**src/logic/alu_pkg.sv**
```systemverilog
// Arithmetic card constants
package alu_pkg;

   ///////////////////////////////////////////////////////////////////////
   // Data path
   ///////////////////////////////////////////////////////////////////////

   localparam int DATA_W = 16;               // One processor word

   ///////////////////////////////////////////////////////////////////////
   // Microcode field codes
   ///////////////////////////////////////////////////////////////////////

   // Read address bits 4:3 select the card, bits 2:0 carry the operation
   localparam logic [1:0] RADDR_ALU   = 2'b01;
   localparam logic [4:0] WADDR_ALU_B = 5'h0a; // Load port B from the bus

   localparam logic [3:0] ACT_CLL = 4'h4;    // Clear L
   localparam logic [3:0] ACT_CPL = 4'h5;    // Complement L
   localparam logic [3:0] ACT_SRU = 4'h6;    // Start shift/rotate

   ///////////////////////////////////////////////////////////////////////
   // Operation table
   ///////////////////////////////////////////////////////////////////////

   localparam logic [2:0] OP_ADD  = 3'd0;    // A + B
   localparam logic [2:0] OP_AND  = 3'd1;
   localparam logic [2:0] OP_OR   = 3'd2;
   localparam logic [2:0] OP_XOR  = 3'd3;
   localparam logic [2:0] OP_NOTA = 3'd4;    // ~A
   localparam logic [2:0] OP_A    = 3'd5;
   localparam logic [2:0] OP_B    = 3'd6;
   localparam logic [2:0] OP_ADC  = 3'd7;    // A + B + L

   // Bus bit positions used by flag writes
   localparam int FLAG_L_BIT = 12;
   localparam int FLAG_V_BIT = 13;

endpackage

```
**src/logic/alu_decoder.sv**
```systemverilog
// Microcode field decoder
`timescale 1ns/1ns

module alu_decoder (
   input  logic       clk4,
   input  logic       arst_n,
   input  logic [4:0] raddr,               // Read address field
   input  logic [4:0] waddr,               // Write address field
   input  logic [3:0] action,              // Action field
   output logic       alu_read,            // Card drives the bus this cycle
   output logic [2:0] op,                  // Operation select
   output logic       write_b,             // Load port B
   output logic       act_cll,
   output logic       act_cpl,
   output logic       act_sru
);

   ///////////////////////////////////////////////////////////////////////
   // Field matching
   ///////////////////////////////////////////////////////////////////////

   // Top two raddr bits pick this card, the rest is the op
   assign alu_read = (raddr[4:3] == alu_pkg::RADDR_ALU);
   assign op       = raddr[2:0];

   assign write_b  = (waddr == alu_pkg::WADDR_ALU_B);

   // Actions are mutually exclusive codes on one field
   assign act_cll  = (action == alu_pkg::ACT_CLL);
   assign act_cpl  = (action == alu_pkg::ACT_CPL);
   assign act_sru  = (action == alu_pkg::ACT_SRU);

   ///////////////////////////////////////////////////////////////////////
   // Checks
   ///////////////////////////////////////////////////////////////////////

   // An undefined field would fire stray strobes into the flag and shifter logic
   a_fields_known : assert property (
      @(posedge clk4) disable iff (!arst_n)
      !$isunknown({raddr, waddr, action})
   ) else $error("alu_decoder: microcode field unknown");

endmodule

```
**src/logic/alu_operand_regs.sv**
```systemverilog
// ALU operand registers
`timescale 1ns/1ns

module alu_operand_regs (
   input  logic                        clk4,
   input  logic                        arst_n,
   input  logic [alu_pkg::DATA_W-1:0]  ac,       // Accumulator
   input  logic [alu_pkg::DATA_W-1:0]  ibus_in,  // Bus write data
   input  logic                        write_b,  // Bus write to port B
   input  logic                        sru_step, // Shifter step this cycle
   input  logic [alu_pkg::DATA_W-1:0]  sru_b,    // Next B from the shifter
   output logic [alu_pkg::DATA_W-1:0]  a,
   output logic [alu_pkg::DATA_W-1:0]  b
);

   // Port A tracks the accumulator one cycle late
   always_ff @(posedge clk4 or negedge arst_n) begin
      if (!arst_n) begin
         a <= '0;
      end else begin
         a <= ac;
      end
   end

   // Port B: bus write, else shifter step, else hold
   always_ff @(posedge clk4 or negedge arst_n) begin
      if (!arst_n) begin
         b <= '0;
      end else if (write_b) begin
         b <= ibus_in;                     // Processor bus load
      end else if (sru_step) begin
         b <= sru_b;                       // Partial shift result
      end
   end

   ///////////////////////////////////////////////////////////////////////
   // Checks
   ///////////////////////////////////////////////////////////////////////

   // The microcode must leave B alone while the shifter owns it
   a_no_write_while_step : assert property (
      @(posedge clk4) disable iff (!arst_n)
      !(write_b && sru_step)
   ) else $error("alu_operand_regs: port B written during shift");

endmodule

```
**src/logic/alu_op_unit.sv**
```systemverilog
// ALU operation table
`timescale 1ns/1ns

module alu_op_unit (
   input  logic        alu_read,           // Read strobe from the decoder
   input  logic [2:0]  op,
   input  logic [15:0] a,
   input  logic [15:0] b,
   input  logic        fl,                 // Current link, for ADC
   output logic [15:0] ibus_out,
   output logic        ibus_oe,
   output logic        carry_out,          // Adder carry candidate
   output logic        ovf_out,            // Signed overflow candidate
   output logic        add_valid           // Store flags from this read
);

   logic        carry_in;
   logic [16:0] sum;                       // Carry in bit 16
   logic [15:0] result;
   logic        is_add;

   ///////////////////////////////////////////////////////////////////////
   // Adder
   ///////////////////////////////////////////////////////////////////////

   assign carry_in = (op == alu_pkg::OP_ADC) ? fl : 1'b0;
   assign sum      = {1'b0, a} + {1'b0, b} + {16'd0, carry_in};

   assign carry_out = sum[16];
   // Same operand signs, different result sign
   assign ovf_out   = (a[15] == b[15]) && (sum[15] != a[15]);

   ///////////////////////////////////////////////////////////////////////
   // Operation table
   ///////////////////////////////////////////////////////////////////////

   always_comb begin
      case (op)
         alu_pkg::OP_ADD:  result = sum[15:0];
         alu_pkg::OP_AND:  result = a & b;
         alu_pkg::OP_OR:   result = a | b;
         alu_pkg::OP_XOR:  result = a ^ b;
         alu_pkg::OP_NOTA: result = ~a;
         alu_pkg::OP_A:    result = a;
         alu_pkg::OP_B:    result = b;     // Also the shifter result read
         alu_pkg::OP_ADC:  result = sum[15:0];
         default:          result = '0;
      endcase
   end

   // Only add reads update L and V
   assign is_add    = (op == alu_pkg::OP_ADD) || (op == alu_pkg::OP_ADC);
   assign add_valid = alu_read && is_add;

   // Bus driver, quiet when not selected
   assign ibus_oe  = alu_read;
   assign ibus_out = alu_read ? result : 16'd0;

endmodule

```
**src/logic/alu_sru.sv**
```systemverilog
// Serial shift and rotate unit
`timescale 1ns/1ns

module alu_sru (
   input  logic                        clk4,
   input  logic                        arst_n,
   input  logic                        act_sru,  // Start strobe
   input  logic [6:0]                  ir,       // Operand field of the instruction
   input  logic [alu_pkg::DATA_W-1:0]  b,        // Current port B
   input  logic                        fl,       // Current link
   output logic                        sru_step, // Apply sru_b and sru_l this cycle
   output logic [alu_pkg::DATA_W-1:0]  sru_b,
   output logic                        sru_l,
   output logic                        sru_busy
);

   logic [3:0] cnt;                        // Steps still to do
   logic       op_right;                   // 1 = right
   logic       op_arith;                   // Sign fill on right shift
   logic       op_rotate;                  // Through the L/B ring
   logic       fill;                       // Bit entering B

   ///////////////////////////////////////////////////////////////////////
   // Control
   ///////////////////////////////////////////////////////////////////////

   // A zero distance never raises busy
   always_ff @(posedge clk4 or negedge arst_n) begin
      if (!arst_n) begin
         sru_busy  <= 1'b0;
         cnt       <= '0;
         op_right  <= 1'b0;
         op_arith  <= 1'b0;
         op_rotate <= 1'b0;
      end else if (act_sru) begin
         sru_busy  <= (ir[3:0] != 4'd0);
         cnt       <= ir[3:0];             // Distance
         op_right  <= ir[4];
         op_arith  <= ir[5];
         op_rotate <= ir[6];
      end else if (sru_busy) begin
         cnt <= cnt - 4'd1;
         if (cnt == 4'd1) begin
            sru_busy <= 1'b0;              // Last step done this edge
         end
      end
   end

   assign sru_step = sru_busy;             // One step per busy cycle

   ///////////////////////////////////////////////////////////////////////
   // One step
   ///////////////////////////////////////////////////////////////////////

   always_comb begin
      if (op_rotate) begin
         fill = fl;                        // L rejoins the ring
      end else if (op_right && op_arith) begin
         fill = b[alu_pkg::DATA_W-1];      // Sign copy
      end else begin
         fill = 1'b0;
      end
   end

   always_comb begin
      if (op_right) begin
         sru_l = b[0];
         sru_b = {fill, b[alu_pkg::DATA_W-1:1]};
      end else begin
         sru_l = b[alu_pkg::DATA_W-1];
         sru_b = {b[alu_pkg::DATA_W-2:0], fill};
      end
   end

   ///////////////////////////////////////////////////////////////////////
   // Checks
   ///////////////////////////////////////////////////////////////////////

   // Restarting mid-operation would corrupt the partial result in B
   a_no_restart : assert property (
      @(posedge clk4) disable iff (!arst_n)
      !(act_sru && sru_busy)
   ) else $error("alu_sru: start while busy");

endmodule

```
**src/logic/alu_flags.sv**
```systemverilog
// Link and overflow flags
`timescale 1ns/1ns

module alu_flags (
   input  logic        clk4,
   input  logic        arst_n,
   input  logic        flag_we,            // Load L and V from the bus
   input  logic [15:0] ibus_in,
   input  logic        add_valid,          // Add read this cycle
   input  logic        carry_out,
   input  logic        ovf_out,
   input  logic        act_cll,
   input  logic        act_cpl,
   input  logic        sru_step,
   input  logic        sru_l,              // Bit shifted out of B
   output logic        fl,
   output logic        fv
);

   ///////////////////////////////////////////////////////////////////////
   // Link
   ///////////////////////////////////////////////////////////////////////

   // Shifter first, then flag write, add, CLL, CPL
   always_ff @(posedge clk4 or negedge arst_n) begin
      if (!arst_n) begin
         fl <= 1'b0;
      end else if (sru_step) begin
         fl <= sru_l;
      end else if (flag_we) begin
         fl <= ibus_in[alu_pkg::FLAG_L_BIT];
      end else if (add_valid) begin
         fl <= fl ^ carry_out;             // Carry toggles L
      end else if (act_cll) begin
         fl <= 1'b0;
      end else if (act_cpl) begin
         fl <= ~fl;
      end
   end

   ///////////////////////////////////////////////////////////////////////
   // Overflow
   ///////////////////////////////////////////////////////////////////////

   always_ff @(posedge clk4 or negedge arst_n) begin
      if (!arst_n) begin
         fv <= 1'b0;
      end else if (flag_we) begin
         fv <= ibus_in[alu_pkg::FLAG_V_BIT];
      end else if (add_valid) begin
         fv <= ovf_out;                    // Shifts leave V alone
      end
   end

   // A flag write would be lost under a shift step
   a_no_flag_write_in_shift : assert property (
      @(posedge clk4) disable iff (!arst_n)
      !(flag_we && sru_step)
   ) else $error("alu_flags: flag write during shift");

endmodule

```
**src/logic/card_alu.sv**
```systemverilog
// Arithmetic card top level
`timescale 1ns/1ns

module card_alu (
   input  logic                        clk4,
   input  logic                        arst_n,
   input  logic [4:0]                  raddr,    // Microcode fields
   input  logic [4:0]                  waddr,
   input  logic [3:0]                  action,
   input  logic [alu_pkg::DATA_W-1:0]  ibus_in,
   input  logic [alu_pkg::DATA_W-1:0]  ac,
   input  logic [6:0]                  ir,       // Shift operand
   input  logic                        flag_we,
   output logic [alu_pkg::DATA_W-1:0]  ibus_out,
   output logic                        ibus_oe,
   output logic                        fl,
   output logic                        fv,
   output logic                        sru_busy
);

   ///////////////////////////////////////////////////////////////////////
   // Internal nets
   ///////////////////////////////////////////////////////////////////////

   logic                       alu_read;
   logic [2:0]                 op;
   logic                       write_b;
   logic                       act_cll;
   logic                       act_cpl;
   logic                       act_sru;
   logic [alu_pkg::DATA_W-1:0] a;
   logic [alu_pkg::DATA_W-1:0] b;
   logic                       carry_out;
   logic                       ovf_out;
   logic                       add_valid;
   logic                       sru_step;
   logic [alu_pkg::DATA_W-1:0] sru_b;
   logic                       sru_l;

   ///////////////////////////////////////////////////////////////////////
   // Blocks
   ///////////////////////////////////////////////////////////////////////

   alu_decoder i_decoder (
      .clk4(clk4), .arst_n(arst_n),
      .raddr(raddr), .waddr(waddr), .action(action),
      .alu_read(alu_read), .op(op), .write_b(write_b),
      .act_cll(act_cll), .act_cpl(act_cpl), .act_sru(act_sru)
   );

   alu_operand_regs i_operand_regs (
      .clk4(clk4), .arst_n(arst_n),
      .ac(ac), .ibus_in(ibus_in), .write_b(write_b),
      .sru_step(sru_step), .sru_b(sru_b), .a(a), .b(b)
   );

   alu_op_unit i_op_unit (
      .alu_read(alu_read), .op(op), .a(a), .b(b), .fl(fl),
      .ibus_out(ibus_out), .ibus_oe(ibus_oe),
      .carry_out(carry_out), .ovf_out(ovf_out), .add_valid(add_valid)
   );

   alu_sru i_sru (
      .clk4(clk4), .arst_n(arst_n),
      .act_sru(act_sru), .ir(ir), .b(b), .fl(fl),
      .sru_step(sru_step), .sru_b(sru_b), .sru_l(sru_l), .sru_busy(sru_busy)
   );

   alu_flags i_flags (
      .clk4(clk4), .arst_n(arst_n),
      .flag_we(flag_we), .ibus_in(ibus_in),
      .add_valid(add_valid), .carry_out(carry_out), .ovf_out(ovf_out),
      .act_cll(act_cll), .act_cpl(act_cpl),
      .sru_step(sru_step), .sru_l(sru_l), .fl(fl), .fv(fv)
   );

endmodule

```
**config.mk**
```make
export PLATFORM = sky130hd
export DESIGN_NAME = card_alu
export DESIGN_NICKNAME = d
export VERILOG_FILES = /design/src/logic/alu_pkg.sv /design/src/logic/alu_decoder.sv /design/src/logic/alu_operand_regs.sv /design/src/logic/alu_op_unit.sv /design/src/logic/alu_sru.sv /design/src/logic/alu_flags.sv /design/src/logic/card_alu.sv
export SDC_FILE = /design/constraint.sdc
export NUM_CORES = 1
export LEC_CHECK = 0
export ABC_AREA = 1
export BUFFER_PORTS_ARGS = -buffer_cell sky130_fd_sc_hd__buf_2
export CAP_MARGIN = 20
export CORE_AREA = 2 2 73 109
export CTS_BUF_LIST = sky130_fd_sc_hd__clkbuf_4 sky130_fd_sc_hd__clkbuf_8
export DETAILED_ROUTE_END_ITERATION = 10
export DIE_AREA = 0 0 75 111
export GPL_TIMING_DRIVEN = 0
export PLACE_DENSITY = 0.79
export SYNTH_ARGS = -nofsm -noshare
export SYNTH_HDL_FRONTEND = slang
export SYNTH_HIERARCHICAL = 1
export SYNTH_SLANG_ARGS = --single-unit
```
**constraint.sdc**
```tcl
create_clock -name clk4 -period 4.83 [get_ports clk4]
set_input_delay 1.449 -clock clk4 [delete_from_list [all_inputs] [get_ports clk4]]
set_output_delay 1.449 -clock clk4 [all_outputs]
set_load 0.01 [all_outputs]
```
Word level (Yosys, flattened, before mapping)
Index checks and enable logic that the tools add are counted.
{"block": "totals", "register_bits": 42, "input_bits": 56, "output_inout_bits": 20}
{"block": "classes", "addsub": 3, "eq_ne": 15, "mux": 21, "bitwise_logic": 6, "n_reduce_logical": 11}
{"cell": "$pmux 16 s7", "count": 1}
{"cell": "$mux 16", "count": 4}
{"cell": "$add 16x16->17", "count": 1}
{"cell": "$add 17x1->17", "count": 1}
{"cell": "$and 16x16->16", "count": 1}
{"cell": "$not 16->16", "count": 1}
{"cell": "$or 16x16->16", "count": 1}
{"cell": "$xor 16x16->16", "count": 1}
{"cell": "$mux 1", "count": 14}
{"cell": "$eq 3x3->1 const B", "count": 4}
{"cell": "$eq 4x3->1 const B", "count": 3}
{"cell": "$mux 4", "count": 2}
{"cell": "$eq 3x2->1 const B", "count": 2}
{"cell": "$reduce_bool 2->1", "count": 3}
{"cell": "$eq 5x4->1 const B", "count": 1}
{"cell": "$reduce_bool 5->1", "count": 1}
{"cell": "$eq 4x1->1 const B", "count": 1}
{"cell": "$reduce_bool 4->1", "count": 1}
{"cell": "$sub 4x1->4 const B", "count": 1}
{"cell": "$eq 3x1->1 const B", "count": 1}
{"cell": "$logic_and 1x1->1", "count": 3}
{"cell": "$logic_not 3->1", "count": 1}
{"cell": "$eq 2x1->1 const B", "count": 1}
{"cell": "$reduce_or 2->1", "count": 1}
{"cell": "5 further kinds", "count": 5}

Longest topological paths before layout
{"block": "logic_depth", "ltp_word": 7, "ltp_mapped": 23, "mapped_depth_nobuf": 22}

By module
Netlist, hierarchy kept.
{"module": "alu_op_unit", "instances": 1, "cells_each": 404, "area_each_um2": 2153.3, "seq_area_each_um2": 0.0}
{"module": "alu_operand_regs", "instances": 1, "cells_each": 104, "area_each_um2": 1164.9, "seq_area_each_um2": 800.8}
{"module": "alu_sru", "instances": 1, "cells_each": 102, "area_each_um2": 655.6, "seq_area_each_um2": 200.2}
{"module": "alu_flags", "instances": 1, "cells_each": 27, "area_each_um2": 163.9, "seq_area_each_um2": 50.0}
{"module": "alu_decoder", "instances": 1, "cells_each": 20, "area_each_um2": 88.8, "seq_area_each_um2": 0.0}

Worst setup path before layout
OpenSTA, ideal clock, no wires.
{"block": "synth_path", "path_type": "input to output", "startpoint": "input raddr[2]", "endpoint": "output ibus_out[12] (netlist bit)", "arrival_time_ns": 3.186, "required_ns": 3.381, "slack_ns": 0.195, "cell_stages": 14, "path_buffers": 1, "path_cell_list": "buf_4 -> inv_2 -> nor2_2 -> nand2_1 -> fa_1 -> inv_1 -> fa_1 -> nand2_1 -> nand2_1 -> and2_1 -> nand3_1 -> nand4_1 -> nand3_1 -> a21oi_1"}
{"block": "synth_between", "elab_chain_cells": 5, "elab_cells_between_ends": 13, "cone_classes": "1 x add/sub; 7 x eq/ne; 3 x mux; 2 x reduce/logical"}
{"item": "start, declared", "line_no": "card_alu.sv:7", "source": "input logic [4:0] raddr,"}
{"item": "$eq 3x3->1", "line_no": "alu_op_unit.sv:26, alu_op_unit.sv:38"}
{"item": "$mux 1", "line_no": "alu_op_unit.sv:26", "source": "assign carry_in = (op == alu_pkg::OP_ADC) ? fl : 1'b0;"}
{"item": "$add 17x1->17", "line_no": "alu_op_unit.sv:27", "source": "assign sum = {1'b0, a} + {1'b0, b} + {16'd0, carry_in};"}
{"item": "$pmux 16 s7 (*)", "line_no": "alu_op_unit.sv:38", "source": "case (op)"}
{"item": "$mux 16 (*)", "line_no": "alu_op_unit.sv:57", "source": "assign ibus_out = alu_read ? result : 16'd0;"}
{"item": "end, declared", "line_no": "card_alu.sv:14", "source": "output logic [alu_pkg::DATA_W-1:0] ibus_out,"}
Every way passes the cells marked *; elsewhere a longest branch is shown, timed or not.

Worst setup path in the final report
{"block": "layout_path", "startpoint": "input raddr[0]", "endpoint": "output ibus_out[14] (netlist bit)"}
Same word-level chain as after synthesis.

==> metrics.md <==
| Metric | Value |
|---|---|
| Required arrival time at the worst endpoint | 3.38 ns |
| Final setup violation count | 0 |
| End of the worst register-to-register path | i_flags/fl$_DFFE_PN0P_ |
| Worst slew slack as a fraction of its limit | 56.2% |
| Number of core rows | 39 |
| Mux share of post-synthesis cell area | less than 1% |
| Area delta synth->final | 19.8% |
| Async set or reset register ratio after synthesis | 100% |
| Number of flops mapped to enable cells by yosys | 0 |
| Area share of the leading cell type in the synthesized netlist | between 20 and 25% |
| Hold-fix buffers, CTS | 0 |
| Final hold slack | 0.529 ns |
| Sequential share of the synthesized area | about a quarter |
| Number of buffer cells added on primary ports | between 70 and 80 |
| Worst-case register-to-register setup slack | 2.37 ns |
| Worst-margin pin slew | 0.654 ns |
| IO Pins | 76 |
| Router iterations before antenna repair | 7 |
| TritonCTS clock tree | built |
| Critical path data arrival time | 3.31 ns |
| H-Tree Depth | 2 |
| Distinct cells, synth | 41 |
| Initial Util | 56.6% |
| Hold Crit Start | i_sru/op_arith$_DFFE_PN0P_ |
| Cell taking the most area after synthesis | sky130_fd_sc_hd__dfrtp_1 |
| Most frequently used cell type in the post-synthesis netlist | sky130_fd_sc_hd__nand2_1 |
| Maximum clock insertion buffer count | 2 |
| Largest net degree at the start of global routing | 43 |
| Largest family of logic cells by synthesized area | simple AND/OR/NAND/NOR gates |
| Startpoint of the most critical register-to-register path | i_operand_regs/b[0]$_DFFE_PN0P_ |
| Detailed Route Iter0 Violations | between 300 and 400 |
| Clock latency reported for the late side of the worst-skew pair | 0.31 ns |
| Synth Area in Compound Gates | 13.8% |
| Register cell area after layout | 1050 µm² |
| FILL cells | 682 |
| Share of post-route cells with drive strength above 1 | 21.5% |
| DIE AREA | 8330 µm² |
| Hold Path Sink | i_sru/op_arith$_DFFE_PN0P_ |
| Cell area after synthesis | between 4000 and 5000 µm² |
| Worst voltage drop across the vdd grid | 327 µV |
| Ranking of synthesized cells by instance count | sky130_fd_sc_hd__nand2_1 (209), sky130_fd_sc_hd__inv_1 (98), sky130_fd_sc_hd__nand3_1 (62), sky130_fd_sc_hd__dfrtp_1 (42), sky130_fd_sc_hd__o21ai_0 (38) |
| Type of the setup path with the least slack | input pin to output port |
| # DRC | 0 |
| Synthesized-area fraction occupied by xor and xnor cells | 0.622% |
| GPL Wtd Cong | 1.00 |
| Multi-input logic area | approximately 2600 µm² |
| Outcome | completed |
| Tcrit/Tclk final | 98.4% |
| Global routing usage summed across all routing layers | 31.0% |
| Vias in the first global route | roughly 4500 |
| Post-layout nets | 836 |
| Final HPWL DP | 9410 µm |
| Num Clock Sinks | between 40 and 50 |
| Mapped Avg Cell Area | about 6.4 µm² |
| Count of yosys warnings during synthesis | 6 |
| Clk root buf | sky130_fd_sc_hd__clkbuf_8 |
| Hold Path Depth | 1 |
| Total Wirelength | 12900 µm |
| Simple-gate portion of the synthesized area | 34.5% |
| Post-synthesis register bit count | 42 |
| Remaining number of nets flagged by the antenna check after routing | 0 |
| Total number of vias | between 4000 and 5000 |
| Initial antenna violation count | 0 |
| Die outline width | 75 µm |
| Final worst clock skew | 0.00681 ns |
| Min cycle time layout | 4.75 ns |
| Dominant cells by area after synthesis | sky130_fd_sc_hd__dfrtp_1 (25%), sky130_fd_sc_hd__nand2_1 (19%), sky130_fd_sc_hd__ha_1 (10%) |
| Type of element capturing the critical path | output port |
| Vertical die dimension | roughly 110 µm |
| Path class of the lowest-slack min-delay path | register to register |
| Wire per inst | 15.3 µm |
| Total power draw | roughly 1.9 mW |
| Total clock buffers created by CTS | 5 |
| Number of hold violations in the final report | 0 |
| Startpoint Class | input pin |
| Peak fanout along the critical path | 5 |
| Synth Flop Type | sky130_fd_sc_hd__dfrtp_1 |
| Peak Freq | 0.210 GHz |
| Synthesized-area fraction occupied by adder cells | 11.0% |
| Clock-pin slew reported for the worst setup and hold paths after clock tree synthesis | roughly 0.080 ns |
| Core outline area | around 7500 µm² |
| PD cells | between 300 and 400 nW/µm² |
| Maxcap violations | 0 |
| Final max-slew violation count | 0 |
| Vias per std cell | 5.49 |
| Synthesized net count | roughly 750 |
| Accumulated negative setup slack | 0 ns |
| Ant diodes | 0 |
| Leakage | 2.74 nW |
| Total grt overflow | 0 |
| Synthesized instance count | between 600 and 700 |
| Reg2reg path depth | 20 |
| First-pass GRT wire length | 20100 µm |
layer usage:
layer  up-vias  GRT usage (%)  wire length [µm]
li1       2274              -                 -
met1      2122           33.8              4740
met2       210           55.8              7000
met3        42           3.82               786
met4         0           16.0               414
met5         -              0                 0
through the flow:
| stage | cells | cell area, µm² | utilization, % | setup WS, ns |
|---|---|---|---|---|
| 2_1_floorplan | 657 | 4230 | - | 0.195 |
| 3_3_place_gp | 831 | 4710 | 63.1 | -0.220 |
| 3_5_place_dp | 831 | 4710 | 63.1 | -0.245 |
| 4_1_cts | 844 | 4940 | 66.2 | 0.00394 |
| 5_1_grt | 847 | 5060 | 67.8 | -0.0231 |
| 6_report | 847 | 5060 | 67.8 | 0.0756 |
cells by family after synthesis:
family | count (synthesis)
adders and majority gates | 36
DFF | 42
xor gates and xnor gates | 3
AOI/OAI and AO/OA | 102
muxes | 1
and+or+nand+nor | 341
buffers and inverters | 132
flip-flops by register name, indices dropped and copies added, names as in the netlist:
signal,cells
i_operand_regs/a,16
i_operand_regs/b,16
i_sru/cnt,4
i_flags/fl,1
i_flags/fv,1
i_sru/op_arith,1
i_sru/op_right,1
i_sru/op_rotate,1
i_sru/sru_busy,1
cell usage in the layout, fill, tap and decap left out, drive strengths merged, types with 16 or more instances in the layout:
cell type,n
nor3,16
nand2,214
o22ai,17
nand3,63
a21oi,24
ha,34
o21ai,52
buf,104
inv,107
nor2,36
dfrtp,42
repair_timing:
action / CTS / global route
cloned: 0 / 0
gates resized for setup: 18 / 19
pin swaps: 7 / 7
hold endpoints to repair: 0 / 0
buffers inserted: 5 / 2
setup endpoints to repair: 5 / 9
worst max-delay path by stage:
stage / start / end / slack (ns) / cells past startpoint
floorplan: raddr[2] / ibus_out[12] / 0.19 / 14
global route: raddr[0] / ibus_out[10] / -0.02 / 16
global placement: raddr[2] / ibus_out[14] / -0.22 / 16
CTS: raddr[2] / ibus_out[14] / 0.004 / 17
finish: raddr[0] / ibus_out[14] / 0.08 / 16
detailed placement: raddr[2] / ibus_out[14] / -0.24 / 16
cell type report:
cell class,count,area share (%)
multi-input combinational,483,52.2
sequential,42,20.8
timing repair buffer,80,8.55
inverter,107,8.13
buffer,25,5.17
tap,102,2.52
clock buffer,5,1.36
clock inverter,3,1.36
critical path, cell delays in order:
cell,delay (ns)
sky130_fd_sc_hd__buf_12,0.09
sky130_fd_sc_hd__nand2_4,0.06
sky130_fd_sc_hd__nor2_4,0.11
sky130_fd_sc_hd__nand2_2,0.07
sky130_fd_sc_hd__fa_2,0.34
sky130_fd_sc_hd__inv_2,0.08
sky130_fd_sc_hd__fa_2,0.22
sky130_fd_sc_hd__nand2_2,0.08
sky130_fd_sc_hd__nand2_4,0.09
sky130_fd_sc_hd__nand3_4,0.08
sky130_fd_sc_hd__nand2_4,0.11
sky130_fd_sc_hd__nand2_4,0.06
sky130_fd_sc_hd__nand3_2,0.08
sky130_fd_sc_hd__nand3_1,0.08
sky130_fd_sc_hd__a21oi_2,0.15
sky130_fd_sc_hd__buf_2,0.15
power by group:
part	switching [mW]	total, mW	internal [mW]	leakage (nW)
Clock	0.145	0.352	0.207	0.0683
Combinational	0.628	1.03	0.397	2.15
Sequential	0.114	0.548	0.434	0.521
(Power assumes the default switching activity.)
